===== src/hdl/exu_pkg.sv =====
package exu_pkg;

  localparam int XLEN       = 32;
  localparam int REG_ADDR_W = 5;
  localparam int NUM_REGS   = 32;
  localparam int BYTE_LANES = 4;

  // major opcodes of the supported RV32I subset.
  localparam logic [6:0] OPC_LUI    = 7'b0110111;
  localparam logic [6:0] OPC_AUIPC  = 7'b0010111;
  localparam logic [6:0] OPC_JAL    = 7'b1101111;
  localparam logic [6:0] OPC_JALR   = 7'b1100111;
  localparam logic [6:0] OPC_BRANCH = 7'b1100011;
  localparam logic [6:0] OPC_LOAD   = 7'b0000011;
  localparam logic [6:0] OPC_STORE  = 7'b0100011;
  localparam logic [6:0] OPC_OP_IMM = 7'b0010011;
  localparam logic [6:0] OPC_OP     = 7'b0110011;

  // funct7 value that selects SUB and SRA/SRAI.
  localparam logic [6:0] F7_ALT = 7'b0100000;

  localparam logic [2:0] F3_ADD  = 3'b000;
  localparam logic [2:0] F3_SLL  = 3'b001;
  localparam logic [2:0] F3_SLT  = 3'b010;
  localparam logic [2:0] F3_SLTU = 3'b011;
  localparam logic [2:0] F3_XOR  = 3'b100;
  localparam logic [2:0] F3_SR   = 3'b101;
  localparam logic [2:0] F3_OR   = 3'b110;
  localparam logic [2:0] F3_AND  = 3'b111;

  localparam logic [2:0] F3_BEQ  = 3'b000;
  localparam logic [2:0] F3_BNE  = 3'b001;
  localparam logic [2:0] F3_BLT  = 3'b100;
  localparam logic [2:0] F3_BGE  = 3'b101;
  localparam logic [2:0] F3_BLTU = 3'b110;
  localparam logic [2:0] F3_BGEU = 3'b111;

  localparam logic [2:0] F3_LB  = 3'b000;
  localparam logic [2:0] F3_LH  = 3'b001;
  localparam logic [2:0] F3_LW  = 3'b010;
  localparam logic [2:0] F3_LBU = 3'b100;
  localparam logic [2:0] F3_LHU = 3'b101;
  localparam logic [2:0] F3_SB  = 3'b000;
  localparam logic [2:0] F3_SH  = 3'b001;
  localparam logic [2:0] F3_SW  = 3'b010;

  // one instruction word seen through each base encoding format.
  typedef union packed {
    struct packed {
      logic [6:0] funct7;
      logic [4:0] rs2;
      logic [4:0] rs1;
      logic [2:0] funct3;
      logic [4:0] rd;
      logic [6:0] opcode;
    } r;
    struct packed {
      logic [11:0] imm;
      logic [4:0]  rs1;
      logic [2:0]  funct3;
      logic [4:0]  rd;
      logic [6:0]  opcode;
    } i;
    struct packed {
      logic [6:0] imm_hi;
      logic [4:0] rs2;
      logic [4:0] rs1;
      logic [2:0] funct3;
      logic [4:0] imm_lo;
      logic [6:0] opcode;
    } s;
    struct packed {
      logic       imm12;
      logic [5:0] imm10_5;
      logic [4:0] rs2;
      logic [4:0] rs1;
      logic [2:0] funct3;
      logic [3:0] imm4_1;
      logic       imm11;
      logic [6:0] opcode;
    } b;
    struct packed {
      logic [19:0] imm;
      logic [4:0]  rd;
      logic [6:0]  opcode;
    } u;
    struct packed {
      logic       imm20;
      logic [9:0] imm10_1;
      logic       imm11;
      logic [7:0] imm19_12;
      logic [4:0] rd;
      logic [6:0] opcode;
    } j;
  } insn_u;

endpackage

===== src/hdl/exu_top.sv =====
module exu_top (
  input  logic                            clk,
  input  logic                            rst,
  input  logic                            idu_req,
  output logic                            idu_ack,
  input  logic [exu_pkg::XLEN-1:0]        idu_inst,
  input  logic [exu_pkg::XLEN-1:0]        idu_pc,
  output logic                            bus_req,
  output logic                            bus_write,
  input  logic                            bus_ack,
  output logic [exu_pkg::XLEN-1:0]        bus_addr,
  output logic [exu_pkg::XLEN-1:0]        bus_wdata,
  output logic [exu_pkg::BYTE_LANES-1:0]  bus_mask,
  input  logic [exu_pkg::XLEN-1:0]        bus_rdata,
  output logic                            exu_vld,
  output logic                            exu_rd_wr,
  output logic                            exu_br_taken,
  output logic                            exu_trap,
  output logic [exu_pkg::REG_ADDR_W-1:0]  exu_rd,
  output logic [exu_pkg::XLEN-1:0]        exu_rd_data,
  output logic [exu_pkg::XLEN-1:0]        exu_pc,
  output logic [exu_pkg::XLEN-1:0]        exu_pc_next
);
  import exu_pkg::*;

  logic [REG_ADDR_W-1:0] rs1_addr, rs2_addr, wr_addr;
  logic [XLEN-1:0]       rs1_data, rs2_data, wr_data;
  logic [XLEN-1:0]       op_inst, op_pc, op_rs1, op_rs2;
  logic [XLEN-1:0]       alu_result, bru_target, bru_link, lsu_result;
  logic                  alu_start, bru_start, lsu_start, trap_start;
  logic                  alu_done, bru_done, lsu_done;
  logic                  bru_taken, lsu_rd_wr, wr_en;

  exu_dispatch dispatch_inst (
    .clk, .rst, .idu_req, .idu_ack, .idu_inst, .idu_pc,
    .retire     (exu_vld),
    .rs1_addr, .rs2_addr, .rs1_data, .rs2_data,
    .alu_start, .bru_start, .lsu_start, .trap_start,
    .op_inst, .op_pc, .op_rs1, .op_rs2
  );

  exu_regfile regfile_inst (
    .clk, .rst, .rs1_addr, .rs2_addr, .rs1_data, .rs2_data,
    .wr_en, .wr_addr, .wr_data
  );

  exu_alu alu_inst (
    .clk, .rst,
    .start  (alu_start),
    .inst   (op_inst),
    .pc     (op_pc),
    .rs1    (op_rs1),
    .rs2    (op_rs2),
    .done   (alu_done),
    .result (alu_result)
  );

  exu_bru bru_inst (
    .clk, .rst,
    .start  (bru_start),
    .inst   (op_inst),
    .pc     (op_pc),
    .rs1    (op_rs1),
    .rs2    (op_rs2),
    .done   (bru_done),
    .taken  (bru_taken),
    .target (bru_target),
    .link   (bru_link)
  );

  exu_lsu lsu_inst (
    .clk, .rst,
    .start  (lsu_start),
    .inst   (op_inst),
    .rs1    (op_rs1),
    .rs2    (op_rs2),
    .done   (lsu_done),
    .rd_wr  (lsu_rd_wr),
    .result (lsu_result),
    .bus_req, .bus_write, .bus_ack, .bus_addr, .bus_wdata, .bus_mask, .bus_rdata
  );

  exu_writeback writeback_inst (
    .clk, .rst,
    .alu_done, .bru_done, .lsu_done, .trap_start,
    .alu_result, .bru_link, .bru_target, .lsu_result,
    .bru_taken, .lsu_rd_wr,
    .inst   (op_inst),
    .pc     (op_pc),
    .wr_en, .wr_addr, .wr_data,
    .exu_vld, .exu_rd_wr, .exu_br_taken, .exu_trap,
    .exu_rd, .exu_rd_data, .exu_pc, .exu_pc_next
  );

endmodule


===== src/hdl/exu_writeback.sv =====
module exu_writeback (
  input  logic                            clk,
  input  logic                            rst,
  input  logic                            alu_done,
  input  logic                            bru_done,
  input  logic                            lsu_done,
  input  logic                            trap_start,
  input  logic [exu_pkg::XLEN-1:0]        alu_result,
  input  logic [exu_pkg::XLEN-1:0]        bru_link,
  input  logic [exu_pkg::XLEN-1:0]        bru_target,
  input  logic [exu_pkg::XLEN-1:0]        lsu_result,
  input  logic                            bru_taken,
  input  logic                            lsu_rd_wr,
  input  logic [exu_pkg::XLEN-1:0]        inst,
  input  logic [exu_pkg::XLEN-1:0]        pc,
  output logic                            wr_en,
  output logic [exu_pkg::REG_ADDR_W-1:0]  wr_addr,
  output logic [exu_pkg::XLEN-1:0]        wr_data,
  output logic                            exu_vld,
  output logic                            exu_rd_wr,
  output logic                            exu_br_taken,
  output logic                            exu_trap,
  output logic [exu_pkg::REG_ADDR_W-1:0]  exu_rd,
  output logic [exu_pkg::XLEN-1:0]        exu_rd_data,
  output logic [exu_pkg::XLEN-1:0]        exu_pc,
  output logic [exu_pkg::XLEN-1:0]        exu_pc_next
);
  import exu_pkg::*;

  insn_u           v;
  logic            trap_q;
  logic            finish;
  logic            wr_ok;
  logic [XLEN-1:0] pc_nxt;

  assign v       = inst;
  assign wr_addr = v.r.rd;
  assign finish  = alu_done || bru_done || lsu_done || trap_q;

  always_comb
  begin
    wr_ok   = 1'b0;
    wr_data = alu_result;
    pc_nxt  = pc + 32'd4;
    if (alu_done)
    begin
      wr_ok = 1'b1;
    end
    else if (bru_done)
    begin
      // conditional branches have no rd.
      wr_ok   = (v.r.opcode != OPC_BRANCH);
      wr_data = bru_link;
      pc_nxt  = bru_target;
    end
    else if (lsu_done)
    begin
      wr_ok   = lsu_rd_wr;
      wr_data = lsu_result;
    end
  end

  assign wr_en = wr_ok && (wr_addr != '0);

  always_ff @(posedge clk)
  begin
    if (rst)
    begin
      exu_vld <= 1'b0;
      trap_q  <= 1'b0;
    end
    else
    begin
      exu_vld <= finish;
      trap_q  <= trap_start;
    end
  end

  always_ff @(posedge clk)
  begin
    if (finish)
    begin
      exu_rd_wr    <= wr_en;
      exu_rd       <= wr_en ? wr_addr : '0;
      exu_rd_data  <= wr_en ? wr_data : '0;
      exu_br_taken <= bru_done && bru_taken;
      exu_trap     <= trap_q;
      exu_pc       <= pc;
      exu_pc_next  <= pc_nxt;
    end
  end

endmodule


===== src/hdl/exu_lsu.sv =====
module exu_lsu (
  input  logic                            clk,
  input  logic                            rst,
  input  logic                            start,
  input  logic [exu_pkg::XLEN-1:0]        inst,
  input  logic [exu_pkg::XLEN-1:0]        rs1,
  input  logic [exu_pkg::XLEN-1:0]        rs2,
  output logic                            done,
  output logic                            rd_wr,
  output logic [exu_pkg::XLEN-1:0]        result,
  output logic                            bus_req,
  output logic                            bus_write,
  input  logic                            bus_ack,
  output logic [exu_pkg::XLEN-1:0]        bus_addr,
  output logic [exu_pkg::XLEN-1:0]        bus_wdata,
  output logic [exu_pkg::BYTE_LANES-1:0]  bus_mask,
  input  logic [exu_pkg::XLEN-1:0]        bus_rdata
);
  import exu_pkg::*;

  insn_u                 v;
  logic                  is_store;
  logic [XLEN-1:0]       addr;
  logic [1:0]            off;
  logic [BYTE_LANES-1:0] mask;
  logic [XLEN-1:0]       wdata;
  logic                  wait_low;
  logic [XLEN-1:0]       rdata_q;
  logic [XLEN-1:0]       lane;

  assign v        = inst;
  assign is_store = (v.s.opcode == OPC_STORE);
  assign addr     = is_store ? rs1 + {{(XLEN-12){v.s.imm_hi[6]}}, v.s.imm_hi, v.s.imm_lo}
                             : rs1 + {{(XLEN-12){v.i.imm[11]}}, v.i.imm};
  assign off      = addr[1:0];

  always_comb
  begin
    mask  = '0;
    wdata = rs2;
    if (is_store)
    begin
      case (v.s.funct3)
        F3_SB:
        begin
          mask  = 4'b0001 << off;
          wdata = {4{rs2[7:0]}};
        end
        F3_SH:
        begin
          mask  = 4'b0011 << {off[1], 1'b0};
          wdata = {2{rs2[15:0]}};
        end
        F3_SW:   mask = 4'b1111;
        default: mask = '0;
      endcase
    end
    else
    begin
      case (v.i.funct3)
        F3_LB, F3_LBU: mask = 4'b0001 << off;
        F3_LH, F3_LHU: mask = 4'b0011 << {off[1], 1'b0};
        F3_LW:         mask = 4'b1111;
        default:       mask = '0;
      endcase
    end
  end

  // req phase runs while bus_req is high, then wait_low covers the ack drop.
  always_ff @(posedge clk)
  begin
    if (rst)
    begin
      bus_req  <= 1'b0;
      wait_low <= 1'b0;
      done     <= 1'b0;
    end
    else
    begin
      done <= 1'b0;
      if (start)
      begin
        bus_req <= 1'b1;
      end
      else if (bus_req && bus_ack)
      begin
        bus_req  <= 1'b0;
        wait_low <= 1'b1;
      end
      else if (wait_low && !bus_ack)
      begin
        wait_low <= 1'b0;
        done     <= 1'b1;
      end
    end
  end

  always_ff @(posedge clk)
  begin
    if (start)
    begin
      bus_write <= is_store;
      bus_addr  <= addr;
      bus_wdata <= wdata;
      bus_mask  <= mask;
    end
    if (bus_req && bus_ack)
    begin
      rdata_q <= bus_rdata;
    end
  end

  assign lane  = rdata_q >> {bus_addr[1:0], 3'b000};
  assign rd_wr = (v.i.opcode == OPC_LOAD);

  always_comb
  begin
    case (v.i.funct3)
      F3_LB:   result = {{(XLEN-8){lane[7]}}, lane[7:0]};
      F3_LBU:  result = {{(XLEN-8){1'b0}}, lane[7:0]};
      F3_LH:   result = {{(XLEN-16){lane[15]}}, lane[15:0]};
      F3_LHU:  result = {{(XLEN-16){1'b0}}, lane[15:0]};
      default: result = lane;
    endcase
  end

endmodule


===== src/hdl/exu_bru.sv =====
module exu_bru (
  input  logic                      clk,
  input  logic                      rst,
  input  logic                      start,
  input  logic [exu_pkg::XLEN-1:0]  inst,
  input  logic [exu_pkg::XLEN-1:0]  pc,
  input  logic [exu_pkg::XLEN-1:0]  rs1,
  input  logic [exu_pkg::XLEN-1:0]  rs2,
  output logic                      done,
  output logic                      taken,
  output logic [exu_pkg::XLEN-1:0]  target,
  output logic [exu_pkg::XLEN-1:0]  link
);
  import exu_pkg::*;

  insn_u           v;
  logic [XLEN-1:0] imm_i;
  logic [XLEN-1:0] imm_b;
  logic [XLEN-1:0] imm_j;
  logic [XLEN-1:0] jump_pc;
  logic [XLEN-1:0] seq_pc;
  logic            cond;
  logic            take;

  assign v      = inst;
  assign seq_pc = pc + 32'd4;
  assign imm_i  = {{(XLEN-12){v.i.imm[11]}}, v.i.imm};
  assign imm_b  = {{(XLEN-12){v.b.imm12}}, v.b.imm11, v.b.imm10_5, v.b.imm4_1, 1'b0};
  assign imm_j  = {{(XLEN-20){v.j.imm20}}, v.j.imm19_12, v.j.imm11, v.j.imm10_1, 1'b0};

  always_comb
  begin
    case (v.b.funct3)
      F3_BEQ:  cond = (rs1 == rs2);
      F3_BNE:  cond = (rs1 != rs2);
      F3_BLT:  cond = ($signed(rs1) < $signed(rs2));
      F3_BGE:  cond = ($signed(rs1) >= $signed(rs2));
      F3_BLTU: cond = (rs1 < rs2);
      F3_BGEU: cond = (rs1 >= rs2);
      default: cond = 1'b0;
    endcase
    case (v.r.opcode)
      OPC_JAL:  jump_pc = pc + imm_j;
      OPC_JALR: jump_pc = (rs1 + imm_i) & ~32'd1;
      default:  jump_pc = pc + imm_b;
    endcase
    take = (v.r.opcode == OPC_BRANCH) ? cond : 1'b1;
  end

  always_ff @(posedge clk)
  begin
    if (rst)
    begin
      done <= 1'b0;
    end
    else
    begin
      done <= start;
    end
  end

  // target is the pc that actually follows, taken or not.
  always_ff @(posedge clk)
  begin
    if (start)
    begin
      taken  <= take;
      target <= take ? jump_pc : seq_pc;
      link   <= seq_pc;
    end
  end

endmodule


===== src/hdl/exu_alu.sv =====
module exu_alu (
  input  logic                      clk,
  input  logic                      rst,
  input  logic                      start,
  input  logic [exu_pkg::XLEN-1:0]  inst,
  input  logic [exu_pkg::XLEN-1:0]  pc,
  input  logic [exu_pkg::XLEN-1:0]  rs1,
  input  logic [exu_pkg::XLEN-1:0]  rs2,
  output logic                      done,
  output logic [exu_pkg::XLEN-1:0]  result
);
  import exu_pkg::*;

  insn_u           v;
  logic [XLEN-1:0] imm_i;
  logic [XLEN-1:0] op_b;
  logic [4:0]      shamt;
  logic            alt;
  logic [XLEN-1:0] res;

  assign v     = inst;
  assign imm_i = {{(XLEN-12){v.i.imm[11]}}, v.i.imm};
  assign op_b  = (v.r.opcode == OPC_OP) ? rs2 : imm_i;
  assign shamt = op_b[4:0];
  assign alt   = (v.r.funct7 == F7_ALT);

  always_comb
  begin
    case (v.r.opcode)
      OPC_LUI:   res = {v.u.imm, 12'b0};
      OPC_AUIPC: res = pc + {v.u.imm, 12'b0};
      default:
      begin
        case (v.r.funct3)
          // ADDI has no subtract form, so alt only counts for register ops.
          F3_ADD:  res = (alt && v.r.opcode == OPC_OP) ? rs1 - op_b : rs1 + op_b;
          F3_SLL:  res = rs1 << shamt;
          F3_SLT:  res = {{(XLEN-1){1'b0}}, $signed(rs1) < $signed(op_b)};
          F3_SLTU: res = {{(XLEN-1){1'b0}}, rs1 < op_b};
          F3_XOR:  res = rs1 ^ op_b;
          F3_SR:   res = alt ? $unsigned($signed(rs1) >>> shamt) : rs1 >> shamt;
          F3_OR:   res = rs1 | op_b;
          F3_AND:  res = rs1 & op_b;
          default: res = '0;
        endcase
      end
    endcase
  end

  always_ff @(posedge clk)
  begin
    if (rst)
    begin
      done <= 1'b0;
    end
    else
    begin
      done <= start;
    end
  end

  always_ff @(posedge clk)
  begin
    if (start)
    begin
      result <= res;
    end
  end

endmodule


===== src/hdl/exu_dispatch.sv =====
module exu_dispatch (
  input  logic                            clk,
  input  logic                            rst,
  input  logic                            idu_req,
  output logic                            idu_ack,
  input  logic [exu_pkg::XLEN-1:0]        idu_inst,
  input  logic [exu_pkg::XLEN-1:0]        idu_pc,
  input  logic                            retire,
  output logic [exu_pkg::REG_ADDR_W-1:0]  rs1_addr,
  output logic [exu_pkg::REG_ADDR_W-1:0]  rs2_addr,
  input  logic [exu_pkg::XLEN-1:0]        rs1_data,
  input  logic [exu_pkg::XLEN-1:0]        rs2_data,
  output logic                            alu_start,
  output logic                            bru_start,
  output logic                            lsu_start,
  output logic                            trap_start,
  output logic [exu_pkg::XLEN-1:0]        op_inst,
  output logic [exu_pkg::XLEN-1:0]        op_pc,
  output logic [exu_pkg::XLEN-1:0]        op_rs1,
  output logic [exu_pkg::XLEN-1:0]        op_rs2
);
  import exu_pkg::*;

  insn_u v;
  logic  busy;
  logic  capture;
  logic  to_alu;
  logic  to_bru;
  logic  to_lsu;

  assign v        = idu_inst;
  assign rs1_addr = v.r.rs1;
  assign rs2_addr = v.r.rs2;

  // a new word is taken only when nothing is in flight.
  assign capture = idu_req && !idu_ack && !busy;

  always_comb
  begin
    to_alu = 1'b0;
    to_bru = 1'b0;
    to_lsu = 1'b0;
    case (v.r.opcode)
      OPC_LUI, OPC_AUIPC, OPC_OP_IMM, OPC_OP: to_alu = 1'b1;
      OPC_JAL, OPC_JALR, OPC_BRANCH:          to_bru = 1'b1;
      OPC_LOAD, OPC_STORE:                    to_lsu = 1'b1;
      default:                                ;
    endcase
  end

  always_ff @(posedge clk)
  begin
    if (rst)
    begin
      idu_ack    <= 1'b0;
      busy       <= 1'b0;
      alu_start  <= 1'b0;
      bru_start  <= 1'b0;
      lsu_start  <= 1'b0;
      trap_start <= 1'b0;
    end
    else
    begin
      alu_start  <= capture && to_alu;
      bru_start  <= capture && to_bru;
      lsu_start  <= capture && to_lsu;
      trap_start <= capture && !(to_alu || to_bru || to_lsu);
      if (capture)
      begin
        idu_ack <= 1'b1;
        busy    <= 1'b1;
      end
      else
      begin
        if (idu_ack && !idu_req)
        begin
          idu_ack <= 1'b0;
        end
        if (retire)
        begin
          busy <= 1'b0;
        end
      end
    end
  end

  always_ff @(posedge clk)
  begin
    if (capture)
    begin
      op_inst <= idu_inst;
      op_pc   <= idu_pc;
      op_rs1  <= rs1_data;
      op_rs2  <= rs2_data;
    end
  end

endmodule


===== src/hdl/exu_regfile.sv =====
module exu_regfile (
  input  logic                            clk,
  input  logic                            rst,
  input  logic [exu_pkg::REG_ADDR_W-1:0]  rs1_addr,
  input  logic [exu_pkg::REG_ADDR_W-1:0]  rs2_addr,
  output logic [exu_pkg::XLEN-1:0]        rs1_data,
  output logic [exu_pkg::XLEN-1:0]        rs2_data,
  input  logic                            wr_en,
  input  logic [exu_pkg::REG_ADDR_W-1:0]  wr_addr,
  input  logic [exu_pkg::XLEN-1:0]        wr_data
);
  import exu_pkg::*;

  // x0 has no storage behind it.
  logic [XLEN-1:0] regs [1:NUM_REGS-1];

  always_ff @(posedge clk)
  begin
    if (rst)
    begin
      for (int n = 1; n < NUM_REGS; n++)
      begin
        regs[n] <= '0;
      end
    end
    else if (wr_en && wr_addr != '0)
    begin
      regs[wr_addr] <= wr_data;
    end
  end

  assign rs1_data = (rs1_addr == '0) ? '0 : regs[rs1_addr];
  assign rs2_data = (rs2_addr == '0) ? '0 : regs[rs2_addr];

endmodule


===== config.mk =====
export PLATFORM = sky130hd
export DESIGN_NAME = exu_top
export DESIGN_NICKNAME = d
export VERILOG_FILES = /design/src/hdl/exu_pkg.sv /design/src/hdl/exu_top.sv /design/src/hdl/exu_writeback.sv /design/src/hdl/exu_lsu.sv /design/src/hdl/exu_bru.sv /design/src/hdl/exu_alu.sv /design/src/hdl/exu_dispatch.sv /design/src/hdl/exu_regfile.sv
export SDC_FILE = /design/constraint.sdc
export NUM_CORES = 2
export LEC_CHECK = 0
export CAP_MARGIN = 20
export CORE_MARGIN = 2
export CORE_UTILIZATION = 55
export DETAILED_ROUTE_END_ITERATION = 12
export DONT_BUFFER_PORTS = 1
export PLACE_DENSITY = 0.69
export RECOVER_POWER = 50
export SYNTH_ARGS = -nofsm -noshare
export SYNTH_HDL_FRONTEND = slang
export SYNTH_SLANG_ARGS = --single-unit
export TNS_END_PERCENT = 30

===== constraint.sdc =====
create_clock -name clk -period 12.3 [get_ports clk]
set_input_delay 2.46 -clock clk [delete_from_list [all_inputs] [get_ports clk]]
set_output_delay 2.46 -clock clk [all_outputs]
set_load 0.05 [all_outputs]

==> results.json <==
{
  "outcome": "complete, but fails checks",
  "violations": "capacitance limit, slew limit",
  "final_cell_area_sq_um": 91200,
  "synth_xor_area_frac": 0.0162,
  "cp.arrival_ps": 8920,
  "post_cts_buffers": 0,
  "start_util": 0.553,
  "swShare": 0.282,
  "wirelength_um": 324000,
  "dpl_worst_slack_ps": 5430,
  "synth_compound_area_frac": 0.114,
  "place_area_sq_um": 86400,
  "ys_warn_count": 0,
  "syn_to_final_growth_pct": 8.71,
  "synth_edf_count": 1454,
  "synth-simple-area-share": 0.107,
  "slowest_stage": "clkbuf_1",
  "grt_use_met1": 0.505,
  "min_path_type": "flop to flop",
  "p_sw_mw": 3.53,
  "cts_buffers": 157,
  "drc_errors": 0,
  "vias": 63900,
  "max_cap_viol_count": 47,
  "ys.flop_type": "edfxtp_1",
  "avgSynthCellArea_sq_um": 11.9,
  "clkSinkCount": 1467,
  "ir_drop_v": 0.000142,
  "rsz0062_at_grt": "false",
  "clk_latency_ps": 840,
  "track_usage": 0.412,
  "synthMuxAreaShare": 0.169,
  "rows": 143,
  "slew_viol_final": 1822,
  "synth_top_area_cell": "edfxtp_1",
  "clk_pin_slew_ps": 60,
  "grt_overflow_total": 0,
  "ctsHoldBuffers": 0,
  "ff2ff_setup_slack_ps": 4010,
  "grt_use_met3": 0.118,
  "firstDrtPassIters": 9,
  "tritoncts": "yes",
  "use_met2": 0.635,
  "finalNetCount": 7145,
  "antenna_found_initial": 24,
  "period_share": 0.674,
  "clkPwrFrac": 0.374,
  "yosysMostFrequentCell": "edfxtp_1",
  "die-area_sq_um": 156000,
  "dieHeight_um": 395,
  "synth_top_area_share": 0.521,
  "startpoint_type": "flop",
  "drive_above_1_share": 0.147,
  "die_w_um": 395,
  "cts.path.max_buffers": 3,
  "layout_setup_ws_ps": 4010,
  "endpoint_kind": "flop",
  "p_per_area_nw_per_um2": 138,
  "cp.required_ps": 12930,
  "ys_types": 93,
  "syn-cell-area_sq_um": 83900,
  "async_flop_share": 0,
  "grt_pass1_wl_um": 457000,
  "cts_resized": 0,
  "dpl.cell_count": 8688,
  "io-pin-count": 276,
  "min_path_cells": 1,
  "p_leak_nw": 33.8,
  "p_int_mw": 9.00,
  "setup_tns_ps": 0,
  "netlist_top_cells_count": "edfxtp_1 (1454), nor2_1 (1391), clkbuf_1 (476)",
  "hold_slack_ps": 422,
  "r2r_cells": 6,
  "reg2reg_from": "alu_inst.done",
  "synthCells": 7066,
  "p_seq_frac": 0.468,
  "worst_pin_slew_ps": 4100,
  "layout_min_cycle_time_ps": 8290,
  "crit_fanout": 51,
  "relSlewSlack": -1.73,
  "crit_type": "flop to flop",
  "busiest_layer": "met2",
  "critical-path-max-stage-delay_ps": 2030,
  "ys_seq_area_frac": 0.524,
  "root_buffer": "clkbuf_16",
  "grt_pass1_vias": 62000,
  "avgViaCountPerCell": 7.11,
  "cp_common_cell": "clkbuf_1",
  "drt_iter0_markers": 9544,
  "worstPathCellList": "clkbuf_1, nand2b_1, clkbuf_1, o221ai_1, clkbuf_1, nor2_1",
  "coreArea_sq_um": 152000,
  "io_buffer_count": 0,
  "dpl.hpwl_um": 213000,
  "fmax_ghz": 0.121,
  "antenna_left": 0,
  "globalplace.congestion": 1.12,
  "ys_ff_latch": 1467,
  "skew_ps": 60.1,
  "r2r-end": "regfile_inst.regs[27][22]",
  "finalHoldViolCount": 0,
  "h-tree-depth": 4,
  "post_drt_wl_per_cell_um": 36.1,
  "synthAdderAreaFrac": 0.0325,
  "synthTopCellsByArea": "edfxtp_1 (52%), mux4_2 (12%), nor2_1 (6.2%)",
  "power_frac_comb": 0.157,
  "holdCritStartpoint": "dispatch_inst.trap_start",
  "synth_top_family_by_area": "multiplexers",
  "grt_max_degree": 314,
  "setup_viol": 0,
  "hold_end": "writeback_inst.trap_q",
  "fin_cells": 8991
}
==> state kept, by name, summed over array words and instances (netlist names), 4 cells and up <==
name and count:
alu_inst.result 32, bru_inst.link 32, bru_inst.target 32, dispatch_inst.op_inst 32
dispatch_inst.op_pc 32, dispatch_inst.op_rs1 32, dispatch_inst.op_rs2 32, lsu_inst.bus_addr 32
lsu_inst.bus_mask 4, lsu_inst.bus_wdata 32, lsu_inst.rdata_q 32, regfile_inst.regs 1024
writeback_inst.exu_pc 32, writeback_inst.exu_pc_next 32, writeback_inst.exu_rd 5, writeback_inst.exu_rd_data 32
==> power groups by stage <==
stage	clock network [mW]	logic, mW	registers (mW)
after floorplan	0	1.31	5.90
after global placement	0	1.88	5.95
after detailed placement	0	1.88	5.96
after CTS	4.69	1.89	5.86
after global routing	4.90	2.04	5.88
final	4.69	1.97	5.87
==> placed cells by master (no fill, tap or decap), drive strengths merged, types with 17 or more instances in the layout <==
master,n
and2,17
or3,24
o31ai,20
nor2,1392
xor2,61
o211ai,58
nand4,23
conb,32
a21boi,17
mux2i,294
inv,235
a211oi,98
clkbuf,249
clkinv,62
o21a,32
a31oi,28
o21ai,251
o21bai,32
a221oi,71
nand3,76
nor2b,29
a21o,96
mux4,442
nor3,81
nand2b,101
ha,210
and3,23
nand2,291
a21oi,390
a22oi,18
edfxtp,1454
buf,123
xnor2,94
a22o,17
a211o,35
o221ai,90
o22ai,74
mux2,113
==> cells by family (layout without fill, tap and decap cells) <==
group           after synthesis  in the layout
compound gates             1437           1437
xor+xnor                    155            155
fa+ha+maj                   215            215
buf+inv                     826            682
flops                      1467           1467
mux                         849            849
other cells                   1             40
simple gates               2116           2116
==> critical path, delay by kind of cell (launching register included) <==
kind	cells	cell delay [ps]
AOI/OAI and AO/OA	1	720
buffers and inverters	3	4920
and+or+nand+nor	2	1910
DFF	1	470
==> worst max-delay path by stage <==
stage	endpoint	slack [ps]	startpoint	depth (start not counted)
after CTS	alu_inst.result[31]	5380	dispatch_inst.op_inst[3]	18
after floorplan	dispatch_inst.trap_start	3980	idu_req	3
after detailed placement	alu_inst.result[31]	5430	dispatch_inst.op_inst[3]	18
after global routing	regfile_inst.regs[15][22]	3780	alu_inst.done	6
after global placement	alu_inst.result[31]	5480	dispatch_inst.op_inst[3]	18
final	regfile_inst.regs[27][22]	4010	alu_inst.done	6
==> layer usage <==
| layer | vias up | wire (um) |
|---|---|---|
| met2 | 4942 | 148000 |
| met3 | 1192 | 40900 |
| met4 | 16 | 27500 |
| met5 | - | 103 |
| li1 | 26200 | - |
| met1 | 31600 | 108000 |
==> final cells by class <==
type / count / area (sq um)
fill: 12100 / 60500
inverter: 224 / 841
tap: 2030 / 2540
clock inverter: 86 / 898
timing repair buffer: 176 / 1260
clock buffer: 196 / 4090
antenna: 8 / 20.0
multi-input combinational: 4804 / 37600
sequential: 1467 / 43900
==> through the flow <==
step                utilization  total power, mW
floorplan                     -             7.21
global placement          0.568             7.83
detailed placement        0.569             7.85
CTS                       0.602             12.4
global route              0.601             12.8
finish                    0.601             12.5
Power figures use the tool's default switching activity.
